<file path="config.mk">
export PLATFORM = sky130hd
export DESIGN_NAME = ex_mem_regs
export DESIGN_NICKNAME = d
export VERILOG_FILES = /design/src/logic/rvb_pkg.sv /design/src/logic/ex_mem_regs.sv
export VERILOG_INCLUDE_DIRS = /design/src /design/src/logic
export SDC_FILE = /design/constraint.sdc
export NUM_CORES = 1
export LEC_CHECK = 0
export ABC_CLOCK_PERIOD_IN_PS = 900
export BUFFER_PORTS_ARGS = -buffer_cell sky130_fd_sc_hd__buf_4
export CORE_AREA = 2 2 165 167
export CTS_CLUSTER_DIAMETER = 30
export DETAILED_ROUTE_END_ITERATION = 10
export DIE_AREA = 0 0 167 169
export HOLD_SLACK_MARGIN = 0.06
export PLACE_DENSITY = 0.68
export SETUP_SLACK_MARGIN = 0.3
export SLEW_MARGIN = 20
export SYNTH_ARGS = -nofsm -noshare
export SYNTH_HDL_FRONTEND = slang
export SYNTH_SLANG_ARGS = --single-unit
</file>
<file path="constraint.sdc">
create_clock -name clk -period 0.9 [get_ports clk]
set_input_delay 0.045 -clock clk [delete_from_list [all_inputs] [get_ports clk]]
set_output_delay 0.045 -clock clk [all_outputs]
set_load 0.05 [all_outputs]
</file>
<file path="src/logic/rvb_defs.svh">
`ifndef RVB_DEFS_SVH
`define RVB_DEFS_SVH

// data path width
`define RVB_XLEN 64

// register file address width
`define RVB_RADDR_W 5

// data RAM depth in 64-bit words
`define RVB_DMEM_WORDS 256

// multiplier bits retired per cycle, XLEN / MUL_BITS busy cycles
`define RVB_MUL_BITS 8

// carried PC value out of reset
`define RVB_RESET_PC 64'h0000_0000_8000_0000

`endif

</file>
<file path="src/logic/rvb_pkg.sv">
`include "rvb_defs.svh"

package rvb_pkg;

	typedef logic [`RVB_XLEN-1:0]              xlen_t;
	typedef logic [`RVB_RADDR_W-1:0]           raddr_t;
	typedef logic [`RVB_XLEN/8-1:0]            wmask_t;   // one bit per byte lane
	typedef logic [$clog2(`RVB_XLEN/8)-1:0]    lane_t;    // byte offset inside a word
	typedef logic [1:0]                        mem_size_t; // 0 byte .. 3 double

	typedef enum logic [3:0] {
		ADD, SUB, AND, OR, XOR, SLL, SRL, SRA, SLT, MUL, LOAD, STORE
	} alu_op_e;

	typedef enum logic [1:0] {
		IDLE, RUN, DONE
	} mul_state_e;

	// decoded instruction entering execute
	typedef struct packed {
		xlen_t     pc;
		alu_op_e   op;
		xlen_t     src1;
		xlen_t     src2;
		xlen_t     imm;         // load/store offset
		logic      rd_wen;
		raddr_t    rd_addr;
		mem_size_t size;
		logic      is_unsigned; // zero extend on load
		logic      ebreak;
	} issue_bundle_t;

	// contents of the execute/memory register
	typedef struct packed {
		xlen_t     pc;
		xlen_t     alu_res;     // doubles as memory address
		xlen_t     st_data;     // already on its byte lane
		wmask_t    wmask;
		logic      st_flag;
		logic      ld_flag;
		mem_size_t ld_size;
		logic      ld_unsigned;
		logic      rd_wen;
		raddr_t    rd_addr;
		logic      ebreak;
	} exmem_bundle_t;

	typedef struct packed {
		logic   rd_wen;
		raddr_t rd_addr;
		xlen_t  rd_data;
		xlen_t  pc;
	} wb_bundle_t;

endpackage

</file>
<file path="src/logic/ex_mem_regs.sv">
`include "rvb_defs.svh"

module ex_mem_regs import rvb_pkg::*; (
	input  logic          clk,
	input  logic          rst_n,
	input  logic          mul_stop_i,
	input  logic          ex_valid_i,
	input  exmem_bundle_t ex_bundle_i,
	output logic          mem_valid_o,
	output exmem_bundle_t mem_bundle_o
);

	always_ff @(posedge clk or negedge rst_n) begin
		if (!rst_n) begin
			mem_valid_o     <= 1'b0;
			mem_bundle_o    <= '0;
			mem_bundle_o.pc <= `RVB_RESET_PC;
		end else if (mul_stop_i) begin
			// bundle keeps its value, only the slot empties
			mem_valid_o <= 1'b0;
		end else begin
			mem_valid_o  <= ex_valid_i;
			mem_bundle_o <= ex_bundle_i;
		end
	end

endmodule

</file>
==> results.md <==
* Status: complete, but fails checks
* Failing checks: negative hold slack, negative setup slack
* Worst-path fanout max at 2
* Flop-to-flop setup slack at -150 ps
* DIE AREA at 0.0282 mm2
* Met3 Usage GRT at 5.33%
* Worst endpoint data arrival time at 1220 ps
* Clk Latency, worst-skew pair at 520 ps
* FP Rows at 60
* Reg2Reg Depth at 3
* RSZ-0062 raised after global routing: true
* Die Width at 167 um
* Cell taking the most area after synthesis: dfrtp_1
* Post-Syn Area at 0.00860 mm2
* Post-route ant nets at 0
* CTS Sinks at 213
* Wire per inst at 20.8 um
* Final WL at 33.9 mm
* CP Cell Sequence: buf_8
* Htree depth at 2
* Post-synth EDFFs at 0
* Tcrit/Tclk final at 140%
* Post-synth top area share at 61.7%
* Synthesized Nets at 666
* CTS Buffer Depth at 3
* Total CTS buffers at 50
* Vias post-DR at 7265
* PD cells at 2260 mW/mm2
* Slew headroom at 81.7%
* Port bufs at 428
* Top-count cell post-synth: dfrtp_1
* Worst reg2reg path startpoint: mem_bundle_o[4]
* Primary FF master, synth: dfrtp_1
* # diodes at 0
* Top-Level Pins at 429
* Synth cell types at 7
* Hold worst-path end: mem_bundle_o[53]
* Syn_area_per_cell at 19.1 um2
* Via density at 4.46
* Share of cells above drive strength 1 at 82.9%
* Max cap viols at 0
* Detailed Place HPWL at 17.2 mm
* Leak Pwr at 9.03 nW
* Synth cell count leaders: 212 x dfrtp_1, 169 x mux2_4, 43 x mux2_2
* Worst slew pin tran at 274 ps
* Grt ovf at 0
* R2r endpoint: mem_bundle_o[4]
* Vias in the first global route at 8248
* WHS Path Cells at 3
* Largest net degree at the start of global routing at 42
* Crit-path leading delay family: flip-flops
* VDD IR max at 1.71 mV
* Clock Skew at 0 ps
* Die outline height at 169 um
* Core Util, Final at 71.7%
* Hold Path Class: in2reg
* Total Routing Usage GR at 21.8%
* Met1 Track Usage GR at 23.9%
* Crit path buf inv count at 1
* CP peak stage delay at 550 ps
* Met2 usage at 41.0%
* Worst-path clk slew at 50 ps
* Critical path type: reg2out
* Register area share after synthesis at 62.0%
* Starting DRT DRC Count at 262
* Synth Instances at 450
* Starting Density at 32.5%
* P&R area growth vs syn at 121%
* DRT Pass-1 Iters at 4
* First-pass GRT wire length at 48.1 mm
* Initial antenna violation count at 0
* Asr flop ratio synth at 100%
* Cts hold-fix bufs at 214
* Worst setup SP type: flip-flop
* Root Driver: clkbuf_16
* Final Worst Setup Slack at -362 ps
* Setup violators final at 272
* Setup WS pre-CTS at -51.7 ps
* Cell area after layout at 0.0190 mm2
* Placed cell areas at 0.0129 mm2
* Slew Limit Fails at 0
* Core area at 0.0265 mm2
* Req. time, crit path at 850 ps
* CTS tree: built
* Slowest cell on the critical path: dfstp_2
* Post-route DRC at 0
* Total power at 43.0 mW
* Crit. End Element: output pin
* Final critical path time including I/O delays and setup at 1260 ps
* Worst min-delay path startpoint: mul_stop_i
* Achievable frequency at 792 MHz
* Ranking of synthesized cells by area: dfrtp_1 62%, mux2_4 29%, mux2_2 5.6%, buf_6 2.6%, dfstp_2 0.31%
* Hold slack at -35.2 ps
* Synthesis warning total at 0
* Final Hold Viols at 1
* Nets at 1465
* Flops & latches, synth at 213
* GR peak layer: met2
* Routability cong. at 0.747
## kinds of logic after synthesis
kind of cell           synth area share (%)
buffers and inverters                  2.85
AND/OR/NAND/NOR                      0.0728
multiplexers                           35.1
flip-flops                             62.0
## cell usage in the layout (no fill, tap or decap), types with 5 or more instances in the layout
master,instances
clkbuf_1,6
buf_12,17
bufinv_16,11
clkbuf_8,11
clkinv_4,5
mux2_4,212
dfrtp_2,212
clkbuf_16,51
clkinvlp_4,6
buf_6,251
buf_4,230
buf_8,58
dlygate4sd3_1,214
## metal layers
metal,wire (um),share of wire (%),up-vias
met5,0,0,-
met4,1080,3.2,0
met3,2070,6.1,75
met2,18300,54,364
met1,12400,37,3636
li1,-,-,3190
## cell type report
cell class | instances | area (um2)
Sequential cell | 213 | 5600
Multi-Input combinational cell | 213 | 3190
Fill cell | 1485 | 7490
Timing Repair Buffer | 771 | 7920
Clock buffer | 67 | 1440
Clock inverter | 25 | 438
Tap cell | 341 | 427
## power by group
group	internal, mW	leakage [nW]	total [mW]	switching [mW]
combinational	5.59	5.86	11.1	5.47
clock	14.3	0.897	20.2	5.91
sequential	10.8	2.28	11.7	0.966
## sequential cells by signal (all words and copies together) (netlist names)
| register | count |
|---|---|
| mem_bundle_o | 212 |
| mem_valid_o | 1 |
## per-stage QoR
stage	cells	setup TNS, ps
finish	1630	-53350
global route	1630	-60100
CTS	1566	-53740
detailed placement	1228	-3990
global placement	1228	-3580
floorplan	450	-22.2
## worst max-delay path by stage
stage / to / cells after the start / slack, ps / startpoint
5_1_grt: mem_bundle_o[179] / 1 / -400 / mem_bundle_o[179]
3_5_place_dp: mem_bundle_o[54] / 4 / -50 / mul_stop_i
2_1_floorplan: mem_bundle_o[179] / 1 / -20 / mem_bundle_o[179]
6_report: mem_bundle_o[179] / 1 / -360 / mem_bundle_o[179]
4_1_cts: mem_bundle_o[179] / 1 / -380 / mem_bundle_o[179]
3_3_place_gp: mem_bundle_o[29] / 4 / -40 / mul_stop_i
## timing repair
action | in CTS | in global routing
resized for setup | 278 | 88
pin swaps | 0 | 0
setup endpoints to repair | 425 | 425
endpoints found under the hold margin | 426 | 14
buffers inserted | 32 | 64
Note: power is estimated with default switching activity, not from simulation.
